`src/source/dec_pkg.sv`:
```
// shared widths, operation and format enums, decode packet structs
// and the major opcode constants
package dec_pkg;

  parameter int XLEN   = 64;
  parameter int ILEN   = 32;
  parameter int RIDX_W = 5;

  // major opcodes
  parameter logic [6:0] OPC_LUI     = 7'b0110111;
  parameter logic [6:0] OPC_AUIPC   = 7'b0010111;
  parameter logic [6:0] OPC_JAL     = 7'b1101111;
  parameter logic [6:0] OPC_JALR    = 7'b1100111;
  parameter logic [6:0] OPC_BRANCH  = 7'b1100011;
  parameter logic [6:0] OPC_LOAD    = 7'b0000011;
  parameter logic [6:0] OPC_STORE   = 7'b0100011;
  parameter logic [6:0] OPC_OPIMM   = 7'b0010011;
  parameter logic [6:0] OPC_OP      = 7'b0110011;
  parameter logic [6:0] OPC_OPIMM32 = 7'b0011011;
  parameter logic [6:0] OPC_OP32    = 7'b0111011;

  // 50 operations, needs 6 bits
  typedef enum logic [5:0] {
    OP_ILLEGAL,
    OP_LUI, OP_AUIPC, OP_JAL, OP_JALR,
    OP_BEQ, OP_BNE, OP_BLT, OP_BGE, OP_BLTU, OP_BGEU,
    OP_LB, OP_LH, OP_LW, OP_LD, OP_LBU, OP_LHU, OP_LWU,
    OP_SB, OP_SH, OP_SW, OP_SD,
    OP_ADDI, OP_SLTI, OP_SLTIU, OP_XORI, OP_ORI, OP_ANDI,
    OP_SLLI, OP_SRLI, OP_SRAI,
    OP_ADD, OP_SUB, OP_SLL, OP_SLT, OP_SLTU,
    OP_XOR, OP_SRL, OP_SRA, OP_OR, OP_AND,
    OP_ADDIW, OP_SLLIW, OP_SRLIW, OP_SRAIW,
    OP_ADDW, OP_SUBW, OP_SLLW, OP_SRLW, OP_SRAW
  } op_e;

  typedef enum logic [2:0] {
    FMT_NONE, FMT_R, FMT_I, FMT_S, FMT_B, FMT_U, FMT_J
  } fmt_e;

  typedef struct packed {
    logic [ILEN-1:0] inst;
    logic [XLEN-1:0] pc;
    logic [XLEN-1:0] rs1_data;
    logic [XLEN-1:0] rs2_data;
  } fetch_pkt_t;

  typedef struct packed {
    op_e               op;
    logic              rs1_ren;
    logic [RIDX_W-1:0] rs1;
    logic              rs2_ren;
    logic [RIDX_W-1:0] rs2;
    logic              rd_wen;
    logic [RIDX_W-1:0] rd;
    logic [XLEN-1:0]   op1;
    logic [XLEN-1:0]   op2;
    logic [XLEN-1:0]   op3;
    logic              illegal;
  } dec_pkt_t;

endpackage
```
`src/source/dec_stream_if.sv`:
```
// valid/ready stream interface with a typed payload
// and source/sink modports
interface dec_stream_if #(
  parameter type T = logic
);

  logic valid;
  logic ready;
  T     data;

  modport src (
    output valid,
    output data,
    input  ready
  );

  modport snk (
    input  valid,
    input  data,
    output ready
  );

endinterface

```
`src/source/rv_decode_top.sv`:
```
// RV64I decode top: dispatcher, decode lanes and collector
// with plain ports on both sides
module rv_decode_top #(
  parameter int NUM_LANES = 3
) (
  input  logic                       clk,
  input  logic                       rst,
  input  logic                       i_valid,
  input  logic [dec_pkg::ILEN-1:0]   i_inst,
  input  logic [dec_pkg::XLEN-1:0]   i_pc,
  input  logic [dec_pkg::XLEN-1:0]   i_rs1_data,
  input  logic [dec_pkg::XLEN-1:0]   i_rs2_data,
  output logic                       o_ready,
  output logic                       o_valid,
  input  logic                       i_ready,
  output dec_pkg::op_e               o_op,
  output logic                       o_illegal,
  output logic                       o_rs1_ren,
  output logic [dec_pkg::RIDX_W-1:0] o_rs1,
  output logic                       o_rs2_ren,
  output logic [dec_pkg::RIDX_W-1:0] o_rs2,
  output logic                       o_rd_wen,
  output logic [dec_pkg::RIDX_W-1:0] o_rd,
  output logic [dec_pkg::XLEN-1:0]   o_op1,
  output logic [dec_pkg::XLEN-1:0]   o_op2,
  output logic [dec_pkg::XLEN-1:0]   o_op3
);

  dec_pkg::fetch_pkt_t in_pkt;
  dec_pkg::dec_pkt_t   out_pkt;

  dec_stream_if #(.T(dec_pkg::fetch_pkt_t)) lane_in  [NUM_LANES] ();
  dec_stream_if #(.T(dec_pkg::dec_pkt_t))   lane_out [NUM_LANES] ();

  assign in_pkt.inst     = i_inst;
  assign in_pkt.pc       = i_pc;
  assign in_pkt.rs1_data = i_rs1_data;
  assign in_pkt.rs2_data = i_rs2_data;

  dec_dispatch #(
    .NUM_LANES (NUM_LANES)
  ) u_dispatch (
    .clk     (clk),
    .rst     (rst),
    .i_valid (i_valid),
    .i_pkt   (in_pkt),
    .o_ready (o_ready),
    .lanes   (lane_in)
  );

  for (genvar g = 0; g < NUM_LANES; g++) begin : g_lane
    dec_lane u_lane (
      .clk   (clk),
      .rst   (rst),
      .in_s  (lane_in[g]),
      .out_s (lane_out[g])
    );
  end

  dec_collect #(
    .NUM_LANES (NUM_LANES)
  ) u_collect (
    .clk     (clk),
    .rst     (rst),
    .i_ready (i_ready),
    .lanes   (lane_out),
    .o_valid (o_valid),
    .o_pkt   (out_pkt)
  );

  assign o_op      = out_pkt.op;
  assign o_illegal = out_pkt.illegal;
  assign o_rs1_ren = out_pkt.rs1_ren;
  assign o_rs1     = out_pkt.rs1;
  assign o_rs2_ren = out_pkt.rs2_ren;
  assign o_rs2     = out_pkt.rs2;
  assign o_rd_wen  = out_pkt.rd_wen;
  assign o_rd      = out_pkt.rd;
  assign o_op1     = out_pkt.op1;
  assign o_op2     = out_pkt.op2;
  assign o_op3     = out_pkt.op3;

endmodule

```
`src/source/dec_collect.sv`:
```
// in-order round-robin drain of the lanes to the decode output
module dec_collect #(
  parameter int NUM_LANES = 3
) (
  input  logic              clk,
  input  logic              rst,
  input  logic              i_ready,
  dec_stream_if.snk         lanes [NUM_LANES],
  output logic              o_valid,
  output dec_pkg::dec_pkt_t o_pkt
);

  localparam int PTR_W = (NUM_LANES > 1) ? $clog2(NUM_LANES) : 1;

  logic [PTR_W-1:0]     ptr;
  logic [NUM_LANES-1:0] lane_valid;
  dec_pkg::dec_pkt_t    lane_data [NUM_LANES];

  for (genvar g = 0; g < NUM_LANES; g++) begin : g_lane
    assign lane_valid[g]  = lanes[g].valid;
    assign lane_data[g]   = lanes[g].data;
    assign lanes[g].ready = i_ready && (ptr == PTR_W'(g));
  end

  assign o_valid = lane_valid[ptr];
  assign o_pkt   = lane_data[ptr];

  // follows the dispatch order
  always_ff @(posedge clk) begin
    if (rst) begin
      ptr <= '0;
    end else if (o_valid && i_ready) begin
      if (ptr == PTR_W'(NUM_LANES - 1)) begin
        ptr <= '0;
      end else begin
        ptr <= ptr + 1'b1;
      end
    end
  end

  // lanes fill in pointer order, so any full lane means the pointed one is full
  a_in_order: assert property (@(posedge clk) disable iff (rst)
    (|lane_valid) |-> lane_valid[ptr]);

endmodule

```
`src/source/dec_lane.sv`:
```
// one decode lane with immediates, operand selection
// and a one-entry output register
module dec_lane (
  input  logic      clk,
  input  logic      rst,
  dec_stream_if.snk in_s,
  dec_stream_if.src out_s
);

  localparam logic [dec_pkg::XLEN-1:0] INST_BYTES = 4;

  dec_pkg::fetch_pkt_t       in_pkt;
  dec_pkg::dec_pkt_t         dec_d;
  dec_pkg::dec_pkt_t         out_q;
  dec_pkg::op_e              op;
  dec_pkg::fmt_e             fmt;
  logic [dec_pkg::ILEN-1:0]  inst;
  logic [dec_pkg::XLEN-1:0]  imm_i;
  logic [dec_pkg::XLEN-1:0]  imm_s;
  logic [dec_pkg::XLEN-1:0]  imm_b;
  logic [dec_pkg::XLEN-1:0]  imm_u;
  logic [dec_pkg::XLEN-1:0]  imm_j;
  logic                      is_sh64;
  logic                      is_sh32;
  logic                      is_load;
  logic                      full_q;
  logic                      in_rdy;

  assign in_pkt = in_s.data;
  assign inst   = in_pkt.inst;

  dec_classify u_classify (
    .i_inst (inst),
    .o_op   (op),
    .o_fmt  (fmt)
  );

  assign imm_i = {{(dec_pkg::XLEN-12){inst[31]}}, inst[31:20]};
  assign imm_s = {{(dec_pkg::XLEN-12){inst[31]}}, inst[31:25], inst[11:7]};
  assign imm_b = {{(dec_pkg::XLEN-13){inst[31]}}, inst[31], inst[7], inst[30:25],
                  inst[11:8], 1'b0};
  assign imm_u = {{(dec_pkg::XLEN-32){inst[31]}}, inst[31:12], 12'b0};
  assign imm_j = {{(dec_pkg::XLEN-21){inst[31]}}, inst[31], inst[19:12], inst[20],
                  inst[30:21], 1'b0};

  assign is_sh64 = op inside {dec_pkg::OP_SLLI, dec_pkg::OP_SRLI, dec_pkg::OP_SRAI};
  assign is_sh32 = op inside {dec_pkg::OP_SLLIW, dec_pkg::OP_SRLIW, dec_pkg::OP_SRAIW};
  assign is_load = op inside {dec_pkg::OP_LB, dec_pkg::OP_LH, dec_pkg::OP_LW, dec_pkg::OP_LD,
                              dec_pkg::OP_LBU, dec_pkg::OP_LHU, dec_pkg::OP_LWU};

  // unnamed fields stay zero, illegal gets op and flag only
  always_comb begin
    dec_d         = '0;
    dec_d.op      = op;
    dec_d.illegal = (op == dec_pkg::OP_ILLEGAL);
    dec_d.rs1_ren = fmt inside {dec_pkg::FMT_R, dec_pkg::FMT_I, dec_pkg::FMT_S, dec_pkg::FMT_B};
    dec_d.rs2_ren = fmt inside {dec_pkg::FMT_R, dec_pkg::FMT_S, dec_pkg::FMT_B};
    dec_d.rd_wen  = fmt inside {dec_pkg::FMT_R, dec_pkg::FMT_I, dec_pkg::FMT_U, dec_pkg::FMT_J};
    dec_d.rs1     = dec_d.rs1_ren ? inst[19:15] : '0;
    dec_d.rs2     = dec_d.rs2_ren ? inst[24:20] : '0;
    dec_d.rd      = dec_d.rd_wen ? inst[11:7] : '0;
    case (fmt)
      dec_pkg::FMT_R: begin
        dec_d.op1 = in_pkt.rs1_data;
        dec_d.op2 = in_pkt.rs2_data;
      end
      dec_pkg::FMT_I: begin
        dec_d.op1 = in_pkt.rs1_data;
        if (is_sh64) begin
          dec_d.op2 = {{(dec_pkg::XLEN-6){1'b0}}, inst[25:20]};
        end else if (is_sh32) begin
          dec_d.op2 = {{(dec_pkg::XLEN-5){1'b0}}, inst[24:20]};
        end else begin
          dec_d.op2 = imm_i;
        end
        if (op == dec_pkg::OP_JALR) begin
          dec_d.op3 = in_pkt.pc + INST_BYTES;
        end else if (is_load) begin
          dec_d.op3 = imm_i;
        end
      end
      dec_pkg::FMT_S: begin
        dec_d.op1 = in_pkt.rs1_data;
        dec_d.op2 = in_pkt.rs2_data;
        dec_d.op3 = imm_s;
      end
      dec_pkg::FMT_B: begin
        dec_d.op1 = in_pkt.rs1_data;
        dec_d.op2 = in_pkt.rs2_data;
        dec_d.op3 = in_pkt.pc + imm_b;
      end
      dec_pkg::FMT_U: begin
        dec_d.op1 = imm_u;
        dec_d.op2 = in_pkt.pc;
      end
      dec_pkg::FMT_J: begin
        dec_d.op1 = in_pkt.pc;
        dec_d.op2 = INST_BYTES;
        dec_d.op3 = in_pkt.pc + imm_j;
      end
      default: begin
      end
    endcase
  end

  // accept when empty or draining this cycle
  assign in_rdy     = !full_q || out_s.ready;
  assign in_s.ready = in_rdy;

  always_ff @(posedge clk) begin
    if (rst) begin
      full_q <= 1'b0;
    end else if (in_s.valid && in_rdy) begin
      full_q <= 1'b1;
    end else if (out_s.ready) begin
      full_q <= 1'b0;
    end
  end

  always_ff @(posedge clk) begin
    if (in_s.valid && in_rdy) begin
      out_q <= dec_d;
    end
  end

  assign out_s.valid = full_q;
  assign out_s.data  = out_q;

  a_hold: assert property (@(posedge clk) disable iff (rst)
    full_q && !out_s.ready |=> full_q && $stable(out_q));

endmodule

```
`src/source/dec_classify.sv`:
```
// opcode/func3/func7 decoding into an operation and a format
module dec_classify (
  input  logic [dec_pkg::ILEN-1:0] i_inst,
  output dec_pkg::op_e             o_op,
  output dec_pkg::fmt_e            o_fmt
);

  logic [6:0]     opc;
  logic [2:0]     f3;
  logic           f7b5;
  dec_pkg::op_e   op;
  dec_pkg::fmt_e  grp_fmt;

  // bits 1..0 not checked
  assign opc  = {i_inst[6:2], 2'b11};
  assign f3   = i_inst[14:12];
  assign f7b5 = i_inst[30];

  always_comb begin
    op      = dec_pkg::OP_ILLEGAL;
    grp_fmt = dec_pkg::FMT_NONE;
    case (opc)
      dec_pkg::OPC_LUI: begin
        op      = dec_pkg::OP_LUI;
        grp_fmt = dec_pkg::FMT_U;
      end
      dec_pkg::OPC_AUIPC: begin
        op      = dec_pkg::OP_AUIPC;
        grp_fmt = dec_pkg::FMT_U;
      end
      dec_pkg::OPC_JAL: begin
        op      = dec_pkg::OP_JAL;
        grp_fmt = dec_pkg::FMT_J;
      end
      dec_pkg::OPC_JALR: begin
        grp_fmt = dec_pkg::FMT_I;
        if (f3 == 3'b000) begin
          op = dec_pkg::OP_JALR;
        end
      end
      dec_pkg::OPC_BRANCH: begin
        grp_fmt = dec_pkg::FMT_B;
        case (f3)
          3'b000:  op = dec_pkg::OP_BEQ;
          3'b001:  op = dec_pkg::OP_BNE;
          3'b100:  op = dec_pkg::OP_BLT;
          3'b101:  op = dec_pkg::OP_BGE;
          3'b110:  op = dec_pkg::OP_BLTU;
          3'b111:  op = dec_pkg::OP_BGEU;
          default: op = dec_pkg::OP_ILLEGAL;
        endcase
      end
      dec_pkg::OPC_LOAD: begin
        grp_fmt = dec_pkg::FMT_I;
        case (f3)
          3'b000:  op = dec_pkg::OP_LB;
          3'b001:  op = dec_pkg::OP_LH;
          3'b010:  op = dec_pkg::OP_LW;
          3'b011:  op = dec_pkg::OP_LD;
          3'b100:  op = dec_pkg::OP_LBU;
          3'b101:  op = dec_pkg::OP_LHU;
          3'b110:  op = dec_pkg::OP_LWU;
          default: op = dec_pkg::OP_ILLEGAL;
        endcase
      end
      dec_pkg::OPC_STORE: begin
        grp_fmt = dec_pkg::FMT_S;
        case (f3)
          3'b000:  op = dec_pkg::OP_SB;
          3'b001:  op = dec_pkg::OP_SH;
          3'b010:  op = dec_pkg::OP_SW;
          3'b011:  op = dec_pkg::OP_SD;
          default: op = dec_pkg::OP_ILLEGAL;
        endcase
      end
      dec_pkg::OPC_OPIMM: begin
        grp_fmt = dec_pkg::FMT_I;
        case (f3)
          3'b000:  op = dec_pkg::OP_ADDI;
          3'b001:  op = dec_pkg::OP_SLLI;
          3'b010:  op = dec_pkg::OP_SLTI;
          3'b011:  op = dec_pkg::OP_SLTIU;
          3'b100:  op = dec_pkg::OP_XORI;
          3'b101:  op = f7b5 ? dec_pkg::OP_SRAI : dec_pkg::OP_SRLI;
          3'b110:  op = dec_pkg::OP_ORI;
          default: op = dec_pkg::OP_ANDI;
        endcase
      end
      dec_pkg::OPC_OP: begin
        grp_fmt = dec_pkg::FMT_R;
        case (f3)
          3'b000:  op = f7b5 ? dec_pkg::OP_SUB : dec_pkg::OP_ADD;
          3'b001:  op = dec_pkg::OP_SLL;
          3'b010:  op = dec_pkg::OP_SLT;
          3'b011:  op = dec_pkg::OP_SLTU;
          3'b100:  op = dec_pkg::OP_XOR;
          3'b101:  op = f7b5 ? dec_pkg::OP_SRA : dec_pkg::OP_SRL;
          3'b110:  op = dec_pkg::OP_OR;
          default: op = dec_pkg::OP_AND;
        endcase
      end
      dec_pkg::OPC_OPIMM32: begin
        grp_fmt = dec_pkg::FMT_I;
        case (f3)
          3'b000:  op = dec_pkg::OP_ADDIW;
          3'b001:  op = dec_pkg::OP_SLLIW;
          3'b101:  op = f7b5 ? dec_pkg::OP_SRAIW : dec_pkg::OP_SRLIW;
          default: op = dec_pkg::OP_ILLEGAL;
        endcase
      end
      dec_pkg::OPC_OP32: begin
        grp_fmt = dec_pkg::FMT_R;
        case (f3)
          3'b000:  op = f7b5 ? dec_pkg::OP_SUBW : dec_pkg::OP_ADDW;
          3'b001:  op = dec_pkg::OP_SLLW;
          3'b101:  op = f7b5 ? dec_pkg::OP_SRAW : dec_pkg::OP_SRLW;
          default: op = dec_pkg::OP_ILLEGAL;
        endcase
      end
      default: begin
        op      = dec_pkg::OP_ILLEGAL;
        grp_fmt = dec_pkg::FMT_NONE;
      end
    endcase
  end

  assign o_op  = op;
  assign o_fmt = (op == dec_pkg::OP_ILLEGAL) ? dec_pkg::FMT_NONE : grp_fmt;

endmodule

```
`src/source/dec_dispatch.sv`:
```
// round-robin dispatcher from the decode input to the lanes
module dec_dispatch #(
  parameter int NUM_LANES = 3
) (
  input  logic                clk,
  input  logic                rst,
  input  logic                i_valid,
  input  dec_pkg::fetch_pkt_t i_pkt,
  output logic                o_ready,
  dec_stream_if.src           lanes [NUM_LANES]
);

  localparam int PTR_W = (NUM_LANES > 1) ? $clog2(NUM_LANES) : 1;

  logic [PTR_W-1:0]     ptr;
  logic [NUM_LANES-1:0] lane_valid;
  logic [NUM_LANES-1:0] lane_ready;

  for (genvar g = 0; g < NUM_LANES; g++) begin : g_lane
    assign lane_valid[g]  = i_valid && (ptr == PTR_W'(g));
    assign lanes[g].valid = lane_valid[g];
    assign lanes[g].data  = i_pkt;
    assign lane_ready[g]  = lanes[g].ready;
  end

  assign o_ready = lane_ready[ptr];

  // next lane after every accepted packet
  always_ff @(posedge clk) begin
    if (rst) begin
      ptr <= '0;
    end else if (i_valid && o_ready) begin
      if (ptr == PTR_W'(NUM_LANES - 1)) begin
        ptr <= '0;
      end else begin
        ptr <= ptr + 1'b1;
      end
    end
  end

  // pointer always names an existing lane
  a_ptr_range: assert property (@(posedge clk) disable iff (rst)
    32'(ptr) < NUM_LANES);

endmodule

```
`config.mk`:
```
export PLATFORM = sky130hd
export DESIGN_NAME = rv_decode_top
export DESIGN_NICKNAME = d
export VERILOG_FILES = /design/src/source/dec_pkg.sv /design/src/source/dec_stream_if.sv /design/src/source/rv_decode_top.sv /design/src/source/dec_collect.sv /design/src/source/dec_lane.sv /design/src/source/dec_classify.sv /design/src/source/dec_dispatch.sv
export SDC_FILE = /design/constraint.sdc
export NUM_CORES = 1
export LEC_CHECK = 0
export ABC_AREA = 0
export BUFFER_PORTS_ARGS = -buffer_cell sky130_fd_sc_hd__buf_2
export CORE_UTILIZATION = 50
export CTS_BUF_LIST = sky130_fd_sc_hd__clkbuf_16
export CTS_CLUSTER_DIAMETER = 200
export DETAILED_ROUTE_END_ITERATION = 10
export PLACE_DENSITY = 0.72
export SLEW_MARGIN = 20
export SYNTH_ARGS = -nofsm -noshare
export SYNTH_HDL_FRONTEND = slang
export SYNTH_SLANG_ARGS = --single-unit
export TNS_END_PERCENT = 1
```
`constraint.sdc`:
```
create_clock -name clk -period 12 [get_ports clk]
set_input_delay 1.8 -clock clk [delete_from_list [all_inputs] [get_ports clk]]
set_output_delay 1.8 -clock clk [all_outputs]
set_load 0.005 [all_outputs]
```
# Word-level counts from Yosys, hierarchy flattened
# Index checks and enable logic that the tools add are counted.
[word_totals]
word_cells = 164
ff_bits = 658
input_bits = 228
[op_classes]
order_cmp = 3
n_bitwise = 1
add_sub_neg = 5
mux = 41
eq_ne = 41
n_reduce_logical = 35
[op_table]
columns = ["op", "count"]
rows = [
  ["case mux 128 bit (4 select lines)", 1],
  ["binary-select mux 217 bit (select 2 bit)", 1],
  ["2-to-1 mux 217 bit", 2],
  ["2-to-1 mux 64 bit", 4],
  ["case mux 64 bit (4 select lines)", 1],
  ["adder 64 bit", 2],
  ["case mux 6 bit (11 select lines)", 1],
  ["adder 64 x 3 -> 64 bit (second input constant)", 1],
  ["case mux 6 bit (7 select lines)", 1],
  ["case mux 6 bit (3 select lines)", 2],
  ["case mux 5 bit (7 select lines)", 1],
  ["equality test 6 x 4 -> 1 bit (second input constant)", 5],
  ["equality test 6 x 5 -> 1 bit (second input constant)", 5],
  ["case mux 4 bit (7 select lines)", 1],
  ["case mux 4 bit (6 select lines)", 1],
  ["equality test 3 bit (second input constant)", 7],
  ["equality test 5 x 4 -> 1 bit (second input constant)", 4],
  ["case mux 5 bit (4 select lines)", 1],
  ["equality test 6 bit (second input constant)", 3],
  ["case mux 3 bit (6 select lines)", 1],
  ["equality test 5 x 3 -> 1 bit (second input constant)", 3],
  ["equality test 5 bit (second input constant)", 3],
  ["2-to-1 mux 5 bit", 3],
  ["equality test 3 x 2 -> 1 bit (second input constant)", 4],
  ["other kinds (27)", 68],
]

# Longest topological paths before layout
[logic_depth]
depth_word = 8
ltp_mapped = 18
mapped_depth_nobuf = 16

# Hierarchy
# Synthesis repeated with hierarchy kept, for this count alone.
[unflattened]
cells_unflattened = 5833
area_unflattened_um2 = 56226.4
[by_module_without_submodules]
columns = ["mod", "n_inst", "seq_area_each_um2", "cells_per_inst", "area_each_um2"]
rows = [
  ["dec_lane at g_lane[0].u_lane", 1, 6536.3, 1434, 14689.1],
  ["dec_lane at g_lane[2].u_lane", 1, 6536.3, 1391, 14562.7],
  ["dec_lane at g_lane[1].u_lane", 1, 6536.3, 1410, 14503.9],
  ["dec_dispatch", 1, 40.0, 688, 5196.2],
  ["dec_collect", 1, 40.0, 523, 4665.7],
  ["dec_classify", 3, 0.0, 129, 869.6],
]

# Least setup slack after synthesis
# No wires, ideal clock.
[synth_timing]
kind = "in2reg"
startpoint = "input port i_valid"
endpoint = "register g_lane[0].u_lane.out_q (netlist bit g_lane[0].u_lane.out_s.data[0]) (enable)"
path_stages = 3
arrival_time_ns = 11.746
t_required_ns = 11.176
slack_ns = -0.571
n_path_buf = 0
cell_sequence = "inv_1 > or3_1 > nor2b_1"
[synth_via]
elab_chain_len = 2
[synth_lines]
columns = ["item", "line_no", "rtl"]
rows = [
  ["start: declaration", "rv_decode_top.sv:8", "input logic i_valid,"],
  ["logical AND 1 bit", "dec_dispatch.sv:20", "assign lane_valid[g] = i_valid && (ptr == PTR_W'(g));"],
  ["logical AND 1 bit", "dec_lane.sv:121", "if (in_s.valid && in_rdy) begin"],
  ["end signal: assignment", "dec_lane.sv:122", "out_q <= dec_d;"],
  ["end: declaration", "dec_lane.sv:14", "dec_pkg::dec_pkt_t out_q;"],
]
# No other way between the ends.
# A chain may end at the register's enable or synchronous reset.

==> results by group <==
Pwr
  – Power Density: approximately 150 nW/um^2
  – Pleak: 13.6 nW
  – Maximum VDD drop: 0.118 mV

Logic synthesis
  – Synth area leaders: edfxtp_1 (60%), mux2i_1 (6.8%), o21ai_0 (4.9%)
  – Ys flop type: edfxtp_1
  – Synth Register Bits: 658
  – Ys async rst share: 0
  – Register area share after synthesis: 0.601
  – Cells after Synth: 2698
  – Avg Synthesized Cell Area: between 10 and 15 sq um
  – Area leader, netlist: edfxtp_1
  – Syn_nets: 2995
  – Synth Cell Area: approximately 33000 sq um
  – YS warnings: 0
  – Synth cell types: approximately 80
  – EDFF count, synth: 651
  – Synth top area share: 0.597

Global route
  – Antenna violations before repair: 5
  – Largest net degree at the start of global routing: 158
  – Overall Global Routing Usage: 0.291
  – Number of global-route vias before repair: 23952
  – Total gr overflow: 0
  – First-pass GRT wire length: 146 mm

Setup path
  – R2r setup slk: 7.59 ns
  – Slowest cell on crit path: a2111oi_1
  – CP cell instances: buf_2 > nand2_1 > nor2_1 > and2_4 > buf_4 > mux2_2 > ha_1 > o21a_1 > nand2_1 > o2111ai_1 > a41oi_1 > a211o_1 > a2111oi_1 > nor3_1 > a41o_1 > or3_1
  – Top cell by count, worst path: nand2_1
  – Startpoint Class: input port
  – Crit path required time: 12.33 ns
  – Buffer and inverter count on the worst path: 2
  – Critical path class: input port to flip-flop
  – Largest stage delay, worst path: around 0.86 ns
  – CP arrival: 7.59 ns
  – CP top delay family: compound AO/OA/AOI/OAI gates
  – CP max FO: 43
  – CP Capture Type: flip-flop

Timing
  – RSZ-0062 raised after global routing: no
  – Final setup vio count: 0
  – Final TNS setup: 0 ns
  – Worst-Margin Slew: approximately 1.2 ns
  – Clock skew: between 0.015 and 0.02 ns
  – Hold Vio Cnt, Final: 0
  – Fin crit period: 7.26 ns
  – Relative slew slack: 0.175
  – Hold WS: 0.466 ns
  – Max-slew violations: 0
  – FMAX: ~0.14 GHz
  – Final period utilization: 0.605

Placed design
  – RePlAce Congestion: 0.937
  – HPWL after DPL: about 65 mm
  – PortBufs: 444

Layout
  – Most frequent cells in the layout: edfxtp_1 (651), buf_2 (444), nand2_1 (344)
  – Most common cell after layout, fill and taps aside: edfxtp_1
  – Fin nets: 3365
  – Share of cells above drive strength 1: 0.196
  – Sequential Area: around 20000 sq um
  – Area delta synth->final: 15.7%
  – Multi-input gate area: 12200 sq um
  – Final Util: 0.587
  – Fillers: approximately 5200

Routing
  – Routed wl met3: 9.88 mm
  – WL final: 99.4 mm
  – Drt pass-1 iters: 9
  – Routed len/inst: 25.0 um
  – Topmost layer with routed signal wires: met4
  – # DRC: 0
  – ANT nets after route: 0
  – Routed wl met2: 46.5 mm
  – Vias per cell: around 6.2
  – DR vias: 24850
  – DRT met1 WL: 39.7 mm
  – DR iter-0 viols: ~3200

Clocking
  – Clock buffers created by TritonCTS: 71
  – Root Buffer: clkbuf_16
  – Clock transition at path regs: 0.05 ns
  – Clock buffer depth: 3
  – H-tree Lvls: 3
  – Post-CTS sizing: 0
  – Hold Buf Count CTS: 0
  – Post-CTS setup repair buffer count: 0
  – CTS tree: yes
  – Clk_lat worst skew: around 0.6 ns
  – Sink Count: 658

Die
  – DIE HEIGHT: 258 um
  – IO Count: 447
  – Die Span X: 258 um
  – Starting utilization of the core area: 0.507
  – # rows: 93
  – Area of the core: 64600 sq um
  – Die area: 66600 sq um

Min path
  – Hold crit path type: flip-flop to flip-flop

Job
  – Maxcap violations: 0

Status
  – Status: completed
-- cells by family (layout without fill, tap and decap cells) --
family,Yosys count,after routing,synth area share
flip-flops,658,658,0.601
other,0,4,0
XOR/XNOR,111,111,0.0297
AO/OA/AOI/OAI,741,741,0.151
multiplexers,227,227,0.0695
AND/OR/NAND/NOR,650,650,0.0930
adder cells (fa/ha/maj),69,69,0.0266
buffers and inverters,242,665,0.0295
-- worst reg2reg max path: cells and delay by family, from the launching register on --
kind	cells	cell delay (ns)
buffers and inverters	3	2.03
and+or+nand+nor	4	1.00
DFF	1	0.92
-- cell type report --
type | count | area share
multi-input cells | 1798 | 0.321
inverters | 65 | 0.00663
well taps | 855 | 0.0282
diodes | 4 | 0.000264
flip-flops and latches | 658 | 0.520
clock buffers | 73 | 0.0482
repair buffers | 474 | 0.0652
clock inverters | 53 | 0.0113
-- flip-flops by register name, indices dropped and copies added, names as in the netlist --
signal and count:
u_dispatch.ptr 2, g_lane.u_lane.out_s.valid 3, g_lane.u_lane.out_s.data 651, u_collect.ptr 2
-- per-layer routing --
metal | vias to the layer above | track usage
met1 | 12215 | 0.397
met2 | 1320 | 0.457
met3 | 194 | 0.0581
met4 | 0 | 0.115
li1 | 11121 | -
met5 | - | 0
-- through the flow --
step / total power [mW] / cells / instance area (sq um) / setup WS, ns
after floorplan: 3.28 / 2698 / 32800 / 0.121
after global placement: 3.60 / 3849 / 35600 / 4.32
after detailed placement: 3.62 / 3850 / 35600 / 4.35
after CTS: 5.72 / 3976 / 37900 / 4.93
after global routing: 5.89 / 3979 / 37900 / 4.47
final: 5.70 / 3980 / 37900 / 4.74
-- power by group --
part / switching [mW] / leakage, nW / total [mW] / internal (mW)
Combinational: 0.539 / 6.30 / 0.847 / 0.308
Sequential: 0.0385 / 6.11 / 2.74 / 2.70
Clock: 0.878 / 1.16 / 2.11 / 1.23
Total: 1.46 / 13.6 / 5.70 / 4.24
-- cell usage after synthesis, types with 6 or more instances --
cell,count
nand4_1,29
a21o_1,36
dfxtp_1,7
clkbuf_1,149
o21bai_1,19
o211ai_1,38
ha_1,68
a221o_1,87
xor2_1,44
edfxtp_1,651
o21a_1,6
o21ai_0,319
a22oi_1,8
o31ai_1,8
inv_1,62
a222oi_1,32
or4_1,6
a31oi_1,16
and2_1,27
nor2b_1,15
and4_1,10
nor3_1,21
nand3_1,51
or3_1,8
nor4_1,8
buf_2,14
a211o_1,9
nand2_1,344
a22o_1,13
or2_2,6
xnor2_1,67
mux2i_1,222
a211oi_1,7
nand2b_1,10
nor2_1,72
a21oi_1,92
buf_1,8
and3_1,21
-- path summary, 6_finish.rpt --
| kind | start | to | cells after the start |
|---|---|---|---|
| worst max-delay path | i_inst[6] | g_lane[2].u_lane.out_s.data[59] | 16 |
| worst min-delay path | g_lane[1].u_lane.out_s.valid | g_lane[1].u_lane.out_s.valid | 2 |
| worst max register to register | u_collect.ptr[1] | g_lane[2].u_lane.out_s.data[103] | 7 |
| worst min register to register | g_lane[1].u_lane.out_s.valid | g_lane[1].u_lane.out_s.valid | 2 |
Power figures use the tool's default switching activity.
